## config.mk

```make
export PLATFORM = sky130hd
export DESIGN_NAME = uart_16550_tx
export DESIGN_NICKNAME = d
export VERILOG_FILES = /design/src/rtl/uart_pkg.sv /design/src/rtl/line_cfg_if.sv /design/src/rtl/uart_16550_tx.sv /design/src/rtl/uart_baud_tick.sv /design/src/rtl/uart_host_regs.sv /design/src/rtl/uart_tx_fifo.sv /design/src/rtl/uart_tx_serializer.sv
export SDC_FILE = /design/constraint.sdc
export NUM_CORES = 1
export LEC_CHECK = 0
export ABC_AREA = 1
export BUFFER_PORTS_ARGS = -buffer_cell sky130_fd_sc_hd__buf_4
export CAP_MARGIN = 5
export CELL_PAD_IN_SITES_DETAIL_PLACEMENT = 1
export CELL_PAD_IN_SITES_GLOBAL_PLACEMENT = 1
export CORE_AREA = 2 2 176 178
export CTS_BUF_LIST = sky130_fd_sc_hd__clkbuf_16
export DETAILED_ROUTE_END_ITERATION = 8
export DIE_AREA = 0 0 178 180
export PLACE_DENSITY = 0.69
export SETUP_SLACK_MARGIN = 0.3
export SYNTH_ARGS = -nofsm -noshare
export SYNTH_HDL_FRONTEND = slang
export SYNTH_SLANG_ARGS = --single-unit
```

## constraint.sdc

```tcl
create_clock -name baudclk_96000kHz -period 2.55 [get_ports baudclk_96000kHz]
set_input_delay 0.765 -clock baudclk_96000kHz [delete_from_list [all_inputs] [get_ports baudclk_96000kHz]]
set_output_delay 0.765 -clock baudclk_96000kHz [all_outputs]
set_load 0.05 [all_outputs]
```

## src/rtl/uart_pkg.sv

```systemverilog
//////////////////////////////////////////////////
// Shared types, register map, bit positions and
// reset values of the UART transmitter
//////////////////////////////////////////////////
package uart_pkg;

  typedef logic [2:0]  reg_addr_t;
  typedef logic [7:0]  byte_t;
  typedef logic [15:0] divisor_t;   // DLM:DLL
  typedef logic [1:0]  word_len_t;  // 0..3 selects 5..8 data bits

  //////////////////////////////////////////////////
  // Register offsets
  //////////////////////////////////////////////////
  localparam reg_addr_t ADDR_THR_DLL = 3'd0;  // DLL when DLAB set
  localparam reg_addr_t ADDR_IER_DLM = 3'd1;  // DLM when DLAB set
  localparam reg_addr_t ADDR_IIR     = 3'd2;  // Writes here are ignored
  localparam reg_addr_t ADDR_LCR     = 3'd3;
  localparam reg_addr_t ADDR_MCR     = 3'd4;
  localparam reg_addr_t ADDR_LSR     = 3'd5;

  // LCR fields
  localparam int LCR_DLAB   = 7;
  localparam int LCR_STICK  = 5;
  localparam int LCR_EVEN   = 4;
  localparam int LCR_PAR_EN = 3;
  localparam int LCR_STOP2  = 2;

  // IER and MCR fields
  localparam int IER_THRE = 1;
  localparam int MCR_OUT2 = 3;  // Gates the interrupt pin
  localparam int MCR_RTS  = 1;
  localparam int MCR_DTR  = 0;

  //////////////////////////////////////////////////
  // Timing and sizes
  //////////////////////////////////////////////////
  localparam int BAUD_SCALE    = 64;  // Clock cycles per bit at divisor 1
  localparam int TX_FIFO_DEPTH = 16;

  // Reset and idle values
  localparam byte_t    LCR_RESET = 8'h00;
  localparam divisor_t DIV_RESET = 16'h8060;
  localparam byte_t    LSR_IDLE  = 8'h60;  // THR empty, transmitter empty
  localparam byte_t    IIR_IDLE  = 8'hC1;  // FIFO mode, nothing pending

  localparam byte_t IIR_THRE_PENDING = 8'hC2;

endpackage

```

## src/rtl/line_cfg_if.sv

```systemverilog
`timescale 1ns/100ps
//////////////////////////////////////////////////
// Line format and divisor from the register block
//////////////////////////////////////////////////
interface line_cfg_if;
  import uart_pkg::*;

  word_len_t word_len;   // LCR[1:0]
  logic      stop2;      // Two stop bits
  logic      par_en;
  logic      par_even;
  logic      par_stick;
  divisor_t  divisor;

  // Register side drives the levels
  modport regs (
    output word_len,
    output stop2,
    output par_en,
    output par_even,
    output par_stick,
    output divisor
  );

  // Baud generator and serializer only read them
  modport tx (
    input word_len,
    input stop2,
    input par_en,
    input par_even,
    input par_stick,
    input divisor
  );

endinterface

```

## src/rtl/uart_16550_tx.sv

```systemverilog
`timescale 1ns/100ps
//////////////////////////////////////////////////
// 16C550-style transmitter top level
//////////////////////////////////////////////////
module uart_16550_tx (
  input  logic                baudclk_96000kHz,
  input  logic                reset,
  input  logic                wr,
  input  logic                rd,
  input  uart_pkg::reg_addr_t addr,
  input  uart_pkg::byte_t     wdata,
  output uart_pkg::byte_t     rdata,
  output logic                tx,
  output logic                irq_n,
  output logic                rts_n,
  output logic                dtr_n
);
  import uart_pkg::*;

  byte_t push_data;
  byte_t head;
  logic  push;
  logic  pop;
  logic  fifo_empty;
  logic  tx_idle;
  logic  bit_tick;

  line_cfg_if cfg_if ();

  uart_host_regs u_regs (
    .baudclk_96000kHz (baudclk_96000kHz),
    .reset            (reset),
    .wr               (wr),
    .rd               (rd),
    .addr             (addr),
    .wdata            (wdata),
    .rdata            (rdata),
    .cfg              (cfg_if.regs),
    .push             (push),
    .push_data        (push_data),
    .fifo_empty       (fifo_empty),
    .tx_idle          (tx_idle),
    .irq_n            (irq_n),
    .rts_n            (rts_n),
    .dtr_n            (dtr_n)
  );

  // Full stays inside, pushes to a full FIFO are lost
  uart_tx_fifo u_fifo (
    .baudclk_96000kHz (baudclk_96000kHz),
    .reset            (reset),
    .push             (push),
    .push_data        (push_data),
    .pop              (pop),
    .head             (head),
    .empty            (fifo_empty),
    .full             ()
  );

  uart_baud_tick u_baud (
    .baudclk_96000kHz (baudclk_96000kHz),
    .reset            (reset),
    .cfg              (cfg_if.tx),
    .bit_tick         (bit_tick)
  );

  uart_tx_serializer u_ser (
    .baudclk_96000kHz (baudclk_96000kHz),
    .reset            (reset),
    .cfg              (cfg_if.tx),
    .bit_tick         (bit_tick),
    .fifo_empty       (fifo_empty),
    .head             (head),
    .pop              (pop),
    .tx               (tx),
    .idle             (tx_idle)
  );

endmodule

```

## src/rtl/uart_baud_tick.sv

```systemverilog
`timescale 1ns/100ps
//////////////////////////////////////////////////
// Bit-period strobe from the divisor latch
//////////////////////////////////////////////////
module uart_baud_tick (
  input  logic    baudclk_96000kHz,
  input  logic    reset,
  line_cfg_if.tx  cfg,
  output logic    bit_tick
);
  import uart_pkg::*;

  localparam int CNT_W = $bits(divisor_t) + $clog2(BAUD_SCALE);

  logic [CNT_W-1:0] cnt;
  logic [CNT_W-1:0] last;
  divisor_t         div_q;

  // Period is divisor x BAUD_SCALE cycles
  assign last = CNT_W'(cfg.divisor) * CNT_W'(BAUD_SCALE) - 1'b1;

  always_ff @(posedge baudclk_96000kHz or negedge reset)
  begin
    if (!reset)
    begin
      cnt      <= '0;
      div_q    <= DIV_RESET;
      bit_tick <= 1'b0;
    end
    else
    begin
      div_q <= cfg.divisor;
      if (cfg.divisor != div_q)
      begin
        cnt      <= '0;        // Restart on a divisor write
        bit_tick <= 1'b0;
      end
      else if (cnt == last)
      begin
        cnt      <= '0;
        bit_tick <= 1'b1;
      end
      else
      begin
        cnt      <= cnt + 1'b1;
        bit_tick <= 1'b0;
      end
    end
  end

endmodule

```

## src/rtl/uart_host_regs.sv

```systemverilog
`timescale 1ns/100ps
//////////////////////////////////////////////////
// Host register block: LCR, IER, MCR, divisor,
// LSR/IIR read mux and THR-empty interrupt
//////////////////////////////////////////////////
module uart_host_regs (
  input  logic                baudclk_96000kHz,
  input  logic                reset,
  input  logic                wr,
  input  logic                rd,
  input  uart_pkg::reg_addr_t addr,
  input  uart_pkg::byte_t     wdata,
  output uart_pkg::byte_t     rdata,
  line_cfg_if.regs            cfg,
  output logic                push,
  output uart_pkg::byte_t     push_data,
  input  logic                fifo_empty,
  input  logic                tx_idle,
  output logic                irq_n,
  output logic                rts_n,
  output logic                dtr_n
);
  import uart_pkg::*;

  byte_t lcr;
  byte_t ier;
  byte_t mcr;
  byte_t dll;
  byte_t dlm;
  byte_t lsr_val;
  byte_t iir_val;
  byte_t rd_mux;
  logic  dlab;
  logic  wr_thr;
  logic  wr_ier;
  logic  iir_rd;
  logic  fifo_empty_q;
  logic  thre_set;
  logic  thre_flag;

  assign dlab   = lcr[LCR_DLAB];
  assign wr_thr = wr && (addr == ADDR_THR_DLL) && !dlab;
  assign wr_ier = wr && (addr == ADDR_IER_DLM) && !dlab;
  assign iir_rd = rd && (addr == ADDR_IIR);

  // THR writes go straight into the FIFO
  assign push      = wr_thr;
  assign push_data = wdata;

  //////////////////////////////////////////////////
  // Writable registers
  //////////////////////////////////////////////////
  always_ff @(posedge baudclk_96000kHz or negedge reset)
  begin
    if (!reset)
    begin
      lcr <= LCR_RESET;
      ier <= '0;
      mcr <= '0;
      dll <= DIV_RESET[7:0];
      dlm <= DIV_RESET[15:8];
    end
    else if (wr)
    begin
      case (addr)
        ADDR_THR_DLL:
          if (dlab)
            dll <= wdata;
        ADDR_IER_DLM:
          if (dlab)
            dlm <= wdata;
          else
            ier <= wdata;
        ADDR_LCR: lcr <= wdata;
        ADDR_MCR: mcr <= wdata;
        default: ;             // IIR and LSR are read only
      endcase
    end
  end

  // Line format out to the transmit side
  assign cfg.word_len  = lcr[1:0];
  assign cfg.stop2     = lcr[LCR_STOP2];
  assign cfg.par_en    = lcr[LCR_PAR_EN];
  assign cfg.par_even  = lcr[LCR_EVEN];
  assign cfg.par_stick = lcr[LCR_STICK];
  assign cfg.divisor   = {dlm, dll};

  //////////////////////////////////////////////////
  // THR-empty interrupt
  //////////////////////////////////////////////////
  // FIFO just drained, or the interrupt was just enabled
  assign thre_set = (fifo_empty && !fifo_empty_q) ||
                    (wr_ier && wdata[IER_THRE] && !ier[IER_THRE]);

  always_ff @(posedge baudclk_96000kHz or negedge reset)
  begin
    if (!reset)
    begin
      fifo_empty_q <= 1'b1;
      thre_flag    <= 1'b0;
    end
    else
    begin
      fifo_empty_q <= fifo_empty;
      if (thre_set)
        thre_flag <= 1'b1;     // A new event wins over a clear
      else if (wr_thr || iir_rd)
        thre_flag <= 1'b0;
    end
  end

  assign irq_n = !(thre_flag && ier[IER_THRE] && mcr[MCR_OUT2]);
  assign rts_n = !mcr[MCR_RTS];
  assign dtr_n = !mcr[MCR_DTR];

  //////////////////////////////////////////////////
  // Read path
  //////////////////////////////////////////////////
  // Only THRE and TEMT exist in LSR
  assign lsr_val = LSR_IDLE & {1'b0, fifo_empty && tx_idle, fifo_empty, 5'b00000};
  assign iir_val = (thre_flag && ier[IER_THRE]) ? IIR_THRE_PENDING : IIR_IDLE;

  always_comb
  begin
    case (addr)
      ADDR_THR_DLL: rd_mux = dlab ? dll : 8'h00;  // No receiver behind RBR
      ADDR_IER_DLM: rd_mux = dlab ? dlm : ier;
      ADDR_IIR:     rd_mux = iir_val;
      ADDR_LCR:     rd_mux = lcr;
      ADDR_MCR:     rd_mux = mcr;
      ADDR_LSR:     rd_mux = lsr_val;
      default:      rd_mux = 8'h00;
    endcase
  end

  // Read data holds until the next strobe
  always_ff @(posedge baudclk_96000kHz or negedge reset)
  begin
    if (!reset)
      rdata <= '0;
    else if (rd)
      rdata <= rd_mux;
  end

endmodule

```

## src/rtl/uart_tx_fifo.sv

```systemverilog
`timescale 1ns/100ps
//////////////////////////////////////////////////
// Transmit byte FIFO, host writes to serializer
//////////////////////////////////////////////////
module uart_tx_fifo (
  input  logic            baudclk_96000kHz,
  input  logic            reset,
  input  logic            push,
  input  uart_pkg::byte_t push_data,
  input  logic            pop,
  output uart_pkg::byte_t head,
  output logic            empty,
  output logic            full
);
  import uart_pkg::*;

  localparam int PTR_W = $clog2(TX_FIFO_DEPTH);
  localparam int CNT_W = PTR_W + 1;

  byte_t            mem [TX_FIFO_DEPTH];
  logic [PTR_W-1:0] wr_ptr;
  logic [PTR_W-1:0] rd_ptr;
  logic [CNT_W-1:0] count;
  logic             do_push;
  logic             do_pop;

  assign full    = (count == CNT_W'(TX_FIFO_DEPTH));
  assign empty   = (count == '0);
  assign do_push = push && !full;   // Host has no back-pressure
  assign do_pop  = pop && !empty;
  assign head    = mem[rd_ptr];     // First-word fall-through

  // Storage
  always_ff @(posedge baudclk_96000kHz)
  begin
    if (do_push)
      mem[wr_ptr] <= push_data;
  end

  //////////////////////////////////////////////////
  // Pointers and fill level
  //////////////////////////////////////////////////
  always_ff @(posedge baudclk_96000kHz or negedge reset)
  begin
    if (!reset)
    begin
      wr_ptr <= '0;
      rd_ptr <= '0;
      count  <= '0;
    end
    else
    begin
      if (do_push)
        wr_ptr <= wr_ptr + 1'b1;  // Wraps at the power-of-two depth
      if (do_pop)
        rd_ptr <= rd_ptr + 1'b1;
      case ({do_push, do_pop})
        2'b10: count <= count + 1'b1;
        2'b01: count <= count - 1'b1;
        default: ;             // Both or neither leave the level unchanged
      endcase
    end
  end

endmodule

```

## src/rtl/uart_tx_serializer.sv

```systemverilog
`timescale 1ns/100ps
//////////////////////////////////////////////////
// Frame builder and transmit shift register
//////////////////////////////////////////////////
module uart_tx_serializer (
  input  logic            baudclk_96000kHz,
  input  logic            reset,
  line_cfg_if.tx          cfg,
  input  logic            bit_tick,
  input  logic            fifo_empty,
  input  uart_pkg::byte_t head,
  output logic            pop,
  output logic            tx,
  output logic            idle
);
  import uart_pkg::*;

  localparam int FRAME_W = 11;   // 8 data, parity, 2 stop

  logic [FRAME_W-1:0] frame;
  logic [FRAME_W-1:0] shift_q;
  logic [3:0]         data_bits;
  logic [3:0]         frame_bits;
  logic [3:0]         bits_left;
  byte_t              data_mask;
  byte_t              data;
  logic               par_bit;
  logic               busy;

  //////////////////////////////////////////////////
  // Frame after the start bit, LSB first
  //////////////////////////////////////////////////
  always_comb
  begin
    data_bits = 4'd5 + 4'(cfg.word_len);
    data_mask = 8'hFF >> (2'd3 - cfg.word_len);
    data      = head & data_mask;

    if (cfg.par_stick)
      par_bit = !cfg.par_even;  // Mark when EVEN clear, space when set
    else if (cfg.par_even)
      par_bit = ^data;
    else
      par_bit = ~^data;

    // Ones above the data read as stop bits
    frame = {3'b111, data | ~data_mask};
    if (cfg.par_en)
      frame[data_bits] = par_bit;

    frame_bits = data_bits + 4'(cfg.par_en) + 4'(cfg.stop2) + 4'd1;
  end

  // Take the next byte only between frames
  assign pop  = bit_tick && (bits_left == 4'd0) && !fifo_empty;
  assign idle = !busy;

  //////////////////////////////////////////////////
  // Bit sequencing
  //////////////////////////////////////////////////
  always_ff @(posedge baudclk_96000kHz or negedge reset)
  begin
    if (!reset)
    begin
      tx        <= 1'b1;
      busy      <= 1'b0;
      bits_left <= '0;
    end
    else if (bit_tick)
    begin
      if (bits_left != 4'd0)
      begin
        tx        <= shift_q[0];
        bits_left <= bits_left - 1'b1;
      end
      else if (pop)
      begin
        tx        <= 1'b0;       // Start bit, back to back with the last stop
        busy      <= 1'b1;
        bits_left <= frame_bits;
      end
      else
      begin
        tx   <= 1'b1;
        busy <= 1'b0;            // Last stop bit has completed
      end
    end
  end

  always_ff @(posedge baudclk_96000kHz)
  begin
    if (pop)
      shift_q <= frame;
    else if (bit_tick)
      shift_q <= {1'b1, shift_q[FRAME_W-1:1]};
  end

endmodule

```

After elaboration in Yosys (flattened, before gate mapping)
Memories as Yosys holds them, arrays and structs flattened.
Index checks and enable logic that the tools add are counted.
{"block": "totals", "regBits": 119, "ramBits": 128, "output_inout_bits": 12, "wordCells": 120, "n_memories": 1}
{"block": "classes", "n_addsub": 12, "n_lt_le_gt_ge": 2, "eq_ne": 10, "shift": 1, "n_mux": 26, "bitwise": 5, "n_reduce_logical": 45}
{"memory": "u_fifo.mem", "words": 16, "width": 8, "rd": 1, "rd_ports_with_merged_regs": 0, "wr": 1, "line_no": "uart_tx_fifo.sv:20", "source": "byte_t mem [TX_FIFO_DEPTH];"}
{"cell": "$pmux 8 s6", "count": 1}
{"cell": "$mux 22", "count": 2}
{"cell": "$mux 11", "count": 3}
{"cell": "$add 22x1->22 const B", "count": 1}
{"cell": "$eq 22x22->1", "count": 1}
{"cell": "$sub 22x1->22 const B", "count": 1}
{"cell": "$logic_and 1x1->1", "count": 16}
{"cell": "$mux 8", "count": 2}
{"cell": "$ne 16x16->1", "count": 1}
{"cell": "$add 4x1->4 const B", "count": 3}
{"cell": "$mux 1", "count": 12}
{"cell": "$bwmux 11", "count": 1}
{"cell": "$logic_not 1->1", "count": 10}
{"cell": "$pmux 5 s2", "count": 1}
{"cell": "$reduce_and 3->1", "count": 3}
{"cell": "$add 4x1->4", "count": 2}
{"cell": "$and 8x8->8", "count": 1}
{"cell": "$mux 4", "count": 2}
{"cell": "$not 8->8", "count": 1}
{"cell": "$or 8x8->8", "count": 1}
{"cell": "$reduce_and 2->1", "count": 4}
{"cell": "$reduce_bool 2->1", "count": 4}
{"cell": "$reduce_xnor 8->1", "count": 1}
{"cell": "$reduce_xor 8->1", "count": 1}
{"cell": "other kinds (22)", "count": 26}

Depth between registers and ports, before layout
Gate-level depths: netlist of run 1.
{"block": "logic_depth", "depth_word": 9, "mapped_depth": 22}

By module
A second synthesis of run 1 with hierarchy kept.
{"block": "hier_totals", "hier_cells": 1468, "hier_area_um2": 12682.2}
{"mod": "uart_tx_fifo", "n_inst": 1, "cells_per_inst": 621, "area_per_inst_um2": 6231.0}
{"mod": "uart_baud_tick", "n_inst": 1, "cells_per_inst": 373, "area_per_inst_um2": 2653.8}
{"mod": "uart_host_regs", "n_inst": 1, "cells_per_inst": 309, "area_per_inst_um2": 2486.1}
{"mod": "uart_tx_serializer", "n_inst": 1, "cells_per_inst": 165, "area_per_inst_um2": 1311.3}

Worst setup path before layout of run 1
No wires, ideal clock.
{"block": "synth_path", "kind": "register to register", "startpoint": "register u_ser.bits_left[0]", "endpoint": "register u_fifo.count[4]", "setup_ps": 79, "t_arrival_ps": 2722, "slack_ps": -251, "path_stages_with_launch": 18, "period_less_slack_ps": 2801, "path_cell_list": "dfrtp_1 -> inv_1 -> ha_1 -> inv_1 -> nor3_1 -> inv_1 -> nor2_1 -> nand2_1 -> clkinv_1 -> ha_1 -> inv_1 -> fa_1 -> nor2_1 -> a211oi_1 -> nand2_1 -> nand2_1 -> nor2_1 -> xor2_1"}
{"block": "synth_via", "elab_chain_cells": 6}
{"element": "start: declaration", "line_no": "uart_tx_serializer.sv:24", "source": "logic [3:0] bits_left;"}
{"element": "start signal: assignment", "line_no": "uart_tx_serializer.sv:74", "source": "bits_left <= bits_left - 1'b1;"}
{"element": "start signal: assignment", "line_no": "uart_tx_serializer.sv:80", "source": "bits_left <= frame_bits;"}
{"element": "$logic_not 4->1 (*)", "line_no": "uart_tx_serializer.sv:55", "source": "assign pop = bit_tick && (bits_left == 4'd0) && !fifo_empty;"}
{"element": "$logic_and 1x1->1 (*) (2 in a row)", "line_no": "uart_tx_serializer.sv:55"}
{"element": "$logic_and 1x1->1 (*)", "line_no": "uart_tx_fifo.sv:30", "source": "assign do_pop = pop && !empty;"}
{"element": "net u_fifo.do_pop", "line_no": "uart_tx_fifo.sv:25", "source": "logic do_pop;"}
{"element": "$eq 2x1->1 / $eq 2x2->1 (equally long branches)", "line_no": "uart_tx_fifo.sv:57", "source": "case ({do_push, do_pop})"}
{"element": "$pmux 5 s2 / $reduce_bool 2->1 (equally long branches)"}
{"element": "end signal: assignment", "line_no": "uart_tx_fifo.sv:58", "source": "2'b10: count <= count + 1'b1;"}
{"element": "end signal: assignment", "line_no": "uart_tx_fifo.sv:59", "source": "2'b01: count <= count - 1'b1;"}
{"element": "end: declaration", "line_no": "uart_tx_fifo.sv:23", "source": "logic [CNT_W-1:0] count;"}
Mark *: on every way through the listed nets, which the timed path passes. The rest lies on a longest branch.
A chain may end at the register's enable or synchronous reset.

Worst setup path in the final report of run 1
{"block": "layout_path", "startpoint": "register u_fifo.rd_ptr[0]", "endpoint": "register u_ser.shift_q[4], data pin"}
{"block": "layout_via", "elab_chain_cells": 8}
{"element": "start: declaration", "line_no": "uart_tx_fifo.sv:22", "source": "logic [PTR_W-1:0] rd_ptr;"}
{"element": "start signal: assignment", "line_no": "uart_tx_fifo.sv:56", "source": "rd_ptr <= rd_ptr + 1'b1;"}
{"element": "$mem_v2 16x8 (*)"}
{"element": "$and 8x8->8 (*)", "line_no": "uart_tx_serializer.sv:37", "source": "data = head & data_mask;"}
{"element": "$reduce_xnor 8->1 / $reduce_xor 8->1 (equally long branches)", "line_no": "uart_tx_serializer.sv:44, uart_tx_serializer.sv:42"}
{"element": "$mux 1", "line_no": "uart_tx_serializer.sv:41", "source": "else if (cfg.par_even)"}
{"element": "$mux 1", "line_no": "uart_tx_serializer.sv:39", "source": "if (cfg.par_stick)"}
{"element": "$bwmux 11", "line_no": "uart_tx_serializer.sv:49", "source": "frame[data_bits] = par_bit;"}
{"element": "$mux 11 (*)", "line_no": "uart_tx_serializer.sv:48", "source": "if (cfg.par_en)"}
{"element": "$mux 11 (*)", "line_no": "uart_tx_serializer.sv:92", "source": "if (pop)"}
{"element": "end signal: assignment", "line_no": "uart_tx_serializer.sv:93", "source": "shift_q <= frame;"}
{"element": "end signal: assignment", "line_no": "uart_tx_serializer.sv:95", "source": "shift_q <= {1'b1, shift_q[FRAME_W-1:1]};"}
{"element": "end: declaration", "line_no": "uart_tx_serializer.sv:21", "source": "logic [FRAME_W-1:0] shift_q;"}
Mark *: on every way between the ends. The rest lies on a longest branch, timed or not.

==> results.yml, run 1 <==
synth:
  synth_top_area_cell: "edfxtp_1"
  synth_fa_ha_area_frac: 0.0253
  yosys_warnings: 0
  async_flop_share: 0.437
  synth-seq-cells: 247
  synth_edf_count: 139
  ys_top_cells_by_area: "edfxtp_1, dfrtp_1, nand2_1, inv_1, nand3_1"
  synth.avg_cell_area_sq_um: 9.40
  syn_inst: 1272
  synth-xor-area-share: 0.0410
  synth.area.mux_share: 0
  synth_top_family_by_area: "simple AND/OR/NAND/NOR gates"
  synth_flop_cell: "edfxtp_1"
  synth-compound-area-share: 0.0553
  ys_types: 43
  yosys.area_share.simple: 0.224
  yosysSeqAreaShare: 0.576
  synth_top_area_frac: 0.349
  synth_nets: 1310
  syn-cell-area_sq_um: 12000
global_routing:
  grt_max_degree: 67
  grt_pass1_vias: 9615
  grt_overflow: 0
  antenna_found_initial: 0
  grt_pass1_wl_mm: 52.6
  grtUsageTotal: 0.210
die:
  num_io_pins: 27
  start_util: 0.396
  die_x_um: 178
  die_h_um: 180
  rows: 64
  die_area_sq_um: 32000
  fp.coreArea_sq_um: 30200
route:
  vias_per_cell: 5.15
  ant_nets: 0
  drt-total-wl_mm: 35.8
  vias: 9352
  drc_errors: 0
  drt_iter0_markers: 454
  firstDrtPassIters: 5
  route.detailed.wl_per_inst_um: 19.7
clock_network:
  clk_path_buf_depth: 3
  cts_tree: "done"
  cts-root-buf: "clkbuf_16"
  h-tree-depth: 1
  clkSinkCount: 247
  cts_buffers: 28
  clk_pin_slew_worst_paths_ps: 60
  clkLatencyLatePin_ps: 540
timing:
  worstMarginPinSlew_ps: 600
  final_max_slew_viol_count: 0
  post-route-period-util: 1.08
  layout_setup_ws_ps: -197
  slew-limit-headroom: 0.598
  finalCriticalPeriod_ps: 2750
  max_freq_mhz: 364
  skew_ps: 12.4
  rsz0062_at_grt: "yes"
  hold_viol: 0
  setup_viol: 7
status:
  violations: "setup timing"
  status: "complete, but fails checks"
place:
  post-dp-hpwl_mm: 21.7
  port_buffers: 26
  pre_cts_slack_ps: -73.8
  gp_congestion: 0.829
worst_setup_path:
  cp_max_fo: 7
  worstPathArrival_ps: 3040
  startpoint_type: "flip-flop"
  r2r_slack_ps: -200
  end_kind: "flip-flop"
  reg2regPathDepth: 20
  r2r-start: "u_fifo.rd_ptr[0]"
  required_ps: 2840
  crit_type: "reg -> reg"
  startpoint: "u_fifo.rd_ptr[0]"
  r2r-end: "u_ser.shift_q[4]"
layout:
  fillCellCount: 3342
  drive_above_1_share: 0.266
  area_growth_pct: 28.1
  utilization: 0.508
  layout.nets: 1437
  insertedDiodeCount: 0
  final_cell_mix: "nand2_1, inv_1, edfxtp_1"
  layout_commonest_cell: "nand2_1"
hold_path:
  holdCritPathClass: "in -> async"
power_and_ir_drop:
  combPwrFrac: 0.185
  switching_power_uw: 3190
  p_int_uw: 7550
  clockPowerShare: 0.351
  p_seq_frac: 0.465
  swShare: 0.297
  p_leak_uw: 0.00669
  max-vdd-ir-drop_v: 0.000599
  powerDensity_nw_per_um2: 701
run:
  cap_viol_max_count: 0
==> power by group through the flow <==
stage	Combinational, uW	Clock, uW	Sequential (uW)
3_3_place_gp	1720	0	5030
6_report	1990	3760	4990
4_1_cts	1920	3830	4990
5_1_grt	2220	3980	5040
2_1_floorplan	1130	0	5020
3_5_place_dp	1780	0	5050
==> through the flow <==
step                power, uW  instance area [sq um]  instances  TNS [ps]  hold slack (ps)
CTS                     10700                  14400       1793         0             54.9
finish                  10700                  15300       1816     -1050             70.9
global route            11200                  15300       1816     -2160             60.0
floorplan                6150                  12100       1272         0              349
global placement         6750                  13100       1724     -64.3              408
detailed placement       6830                  13100       1724      -144              409
==> final cells by class <==
class | instances | area (sq um) | area share
timing repair inverter | 1 | 11.3 | 0.000735
clock buffer | 29 | 726 | 0.0474
clock inverter | 22 | 120 | 0.00784
tap | 396 | 495 | 0.0323
inverter | 178 | 708 | 0.0462
sequential | 247 | 6890 | 0.450
timing repair buffer | 137 | 1460 | 0.0950
multi-input combinational | 806 | 4910 | 0.321
==> layer usage <==
layer  global-route usage  vias to the layer above  wire length (um)
met5                    0                        -                 0
met4               0.0767                        0              1100
met3               0.0288                       71              1560
met2                0.363                      197             18100
met1                0.268                     4703             15000
li1                     -                     4381                 -
==> worst max path at each step <==
stage / endpoint / slack [ps] / depth (start not counted)
finish: u_ser.shift_q[4] / -200 / 20
global route: u_ser.shift_q[7] / -270 / 20
CTS: u_ser.shift_q[9] / 70 / 21
detailed placement: u_fifo.count[4] / -70 / 15
global placement: u_fifo.count[4] / -60 / 15
floorplan: u_fifo.count[4] / 140 / 14
==> cells by family (layout without fill, tap and decap cells) <==
logic type	after synthesis	count (layout)
AOI/OAI and AO/OA	121	121
xor gates and xnor gates	56	56
adders and majority gates	23	23
buffers and inverters	219	367
DFF	247	247
and+or+nand+nor	606	606
==> cells in the mapped netlist, types with 7 or more instances <==
cell type  instances
nand2_1          360
inv_1            163
edfxtp_1         139
nand3_1          106
dfrtp_1          100
o21ai_0           77
nor2_1            75
xor2_1            44
ha_1              21
a21oi_1           20
nand4_1           16
buf_6             13
buf_2             12
clkbuf_1          12
inv_2             12
xnor2_1           12
nor3_1             9
dfstp_2            8
nand2_2            7
==> worst max-delay path, cell delays in order, from the launching register on <==
cell and delay, ps:
dfrtp_4 600, clkinv_8 170, buf_12 180, nand2_1 70
nand2_1 80, nand2_1 110, nand3_2 100, nand3_2 110
nand2_4 100, inv_4 60, nand2_1 60, nand2_1 100
nand2_2 70, nand2_4 90, nand3_4 110, nand3_4 110
nand2_4 60, nand2_4 90, inv_2 40, o21ai_2 120
nand2_1 60
==> state kept, by name (all words and copies together), names as in the netlist, 4 cells and up <==
name             flops
u_fifo.rd_ptr        4
u_regs.dll           8
u_regs.mcr           8
u_ser.bits_left      4
u_regs.lcr           8
u_ser.shift_q       11
u_fifo.wr_ptr        4
u_fifo.mem         128
u_regs.rdata         8
u_fifo.count         5
u_regs.dlm           8
u_baud.div_q        16
u_baud.cnt          22
u_regs.ier           8
==> repair_timing <==
item | in CTS | in global routing
hold buffers | 0 | 0
buffers inserted | 14 | 13
hold endpoints to repair | 0 | 0
gates cloned | 4 | 10
gates resized for setup | 71 | 131
setup endpoints to repair | 34 | 33
pin swaps | 28 | 40
Note: power is estimated with default switching activity, not from simulation.
==> run 2: changes to the inputs <==
--- a/config.mk
+++ b/config.mk
@@ -16,6 +16,7 @@
 export DIE_AREA = 0 0 178 180
 export PLACE_DENSITY = 0.69
 export SETUP_SLACK_MARGIN = 0.3
+export SKIP_CTS_REPAIR_TIMING = 1
 export SYNTH_ARGS = -nofsm -noshare
 export SYNTH_HDL_FRONTEND = slang
 export SYNTH_SLANG_ARGS = --single-unit
==> run 2 against run 1 <==
Effect of this change:
- sequential share of layout area up 1.0 points
- worst hold slack better by 1.3 ps
- combinational power about the same
- the run now ends clean
- design area down 2.3%
- via count down 1.8%
- clock skew down 1.5 ps
- critical endpoint is now u_ser.shift_q[9]
- cell count down 0.55%
- routed wire length down 4.3%
==> results.yml, run 2 (synthesized netlist as in run 1, its figures left out) <==
timing:
  skew_ps: 11.0
  setup_viol: 0
  worstMarginPinSlew_ps: 526
  rsz0062_at_grt: "yes"
  final_max_slew_viol_count: 0
  post-route-period-util: 0.994
  tns_ps: 0
  hold_viol: 0
  finalCriticalPeriod_ps: 2530
  slew-limit-headroom: 0.648
  max_freq_mhz: 395
route:
  highest_layer: "met4"
  drt_iter0_markers: 462
  firstDrtPassIters: 4
  route.detailed.wl_per_inst_um: 19.0
  drc_errors: 0
  m1WireLength_mm: 14.7
  met3WireLength_mm: 1.22
  wl_met2_mm: 17.5
  drt-total-wl_mm: 34.3
  ant_nets: 0
  vias: 9184
  vias_per_cell: 5.09
die:
  die_area_sq_um: 32000
  start_util: 0.396
  die_x_um: 178
  fp.coreArea_sq_um: 30200
  die_h_um: 180
  rows: 64
  num_io_pins: 27
worst_setup_path:
  required_ps: 2840
  r2r_slack_ps: 20
  r2r-start: "u_fifo.rd_ptr[0]"
  crit_type: "reg -> reg"
  startpoint: "u_fifo.rd_ptr[0]"
  end_kind: "flip-flop"
  startpoint_type: "flip-flop"
  worstPathArrival_ps: 2830
  cp_max_fo: 8
place:
  gp_congestion: 0.829
  post-dp-hpwl_mm: 21.7
  place_area_sq_um: 13100
  port_buffers: 26
  dp.cells: 1724
layout:
  layout.nets: 1427
  finalNonFillerCells: 1806
  largest_reg_flops: 128
  drive_above_1_share: 0.233
  area_growth_pct: 25.2
  finalInstanceArea_sq_um: 15000
  utilization: 0.496
  fillCellCount: 3350
  largest-register: "u_fifo.mem"
  top_regs: "u_fifo.mem (128), u_baud.cnt (22), u_baud.div_q (16)"
  insertedDiodeCount: 0
  final_cell_mix: "nand2_1, inv_1, edfxtp_1"
  layout_commonest_cell: "nand2_1"
global_routing:
  grt_overflow: 0
  grt_max_degree: 67
  grtUsageTotal: 0.203
  grt_pass1_wl_mm: 50.9
  antenna_found_initial: 0
  grt_pass1_vias: 9403
status:
  status: "complete, no violations"
power_and_ir_drop:
  max-vdd-ir-drop_v: 0.000594
  p_leak_uw: 0.00653
  powerDensity_nw_per_um2: 716
clock_network:
  clkLatencyLatePin_ps: 540
  clk_pin_slew_worst_paths_ps: 60
  h-tree-depth: 1
  clk_path_buf_depth: 3
  cts_buffers: 28
  cts-root-buf: "clkbuf_16"
  clkSinkCount: 247
  cts_tree: "done"
run:
  cap_viol_max_count: 0
hold_path:
  holdCritPathClass: "in -> async"
## run 2: layout make-up
class / instances / area, sq um / share of cell area
clock buffers: 29 / 726 / 0.0485
clock inverters: 22 / 120 / 0.00802
inverters: 178 / 701 / 0.0468
multi-input cells: 806 / 4770 / 0.318
flip-flops and latches: 247 / 6890 / 0.460
well taps: 396 / 495 / 0.0331
repair buffers: 127 / 1260 / 0.0844
repair inverters: 1 / 8.76 / 0.000585
## run 2: final timing paths
path,to,cells past startpoint
setup reg to reg,u_ser.shift_q[9],21
hold reg to reg,u_baud.div_q[15],0
hold / removal,u_fifo.rd_ptr[1],1
setup / recovery,u_ser.shift_q[9],21
max in group asynchronous,u_regs.dll[5],2
min in group baudclk_96000kHz,u_baud.div_q[15],0
## run 2: routing by layer
metal / track usage / vias to the layer above
met5: 0 / -
met4: 0.0669 / 0
met3: 0.0290 / 54
met2: 0.352 / 140
met1: 0.259 / 4634
li1: - / 4356
## run 2: where the power goes
group	internal, uW	switching, uW
registers	4630	373
clock network	2140	1620
logic	778	1180
total	7540	3180
## run 2: through the flow
step	hold slack (ps)	power (uW)	setup WS, ps
floorplan	349	6150	141
global placement	408	6750	-64.3
detailed placement	409	6830	-73.8
CTS	54.9	10600	-48.0
global route	56.1	11200	-140
finish	72.2	10700	15.5
## run 2: worst max-delay path, stage by stage, from the launching register on
cell	delay, ps
dfrtp_2	420
buf_12	160
buf_6	130
clkbuf_16	160
nand2_1	60
nand2_1	50
nand2_1	60
nand3_1	100
nand3_2	120
nand2_2	80
inv_2	70
nand2_1	50
nand2_1	50
nand2_1	60
nand2_2	120
nand3_4	110
nand3_4	110
nand2_4	60
nand2_4	90
nand4_1	110
nand2_1	90
inv_1	30
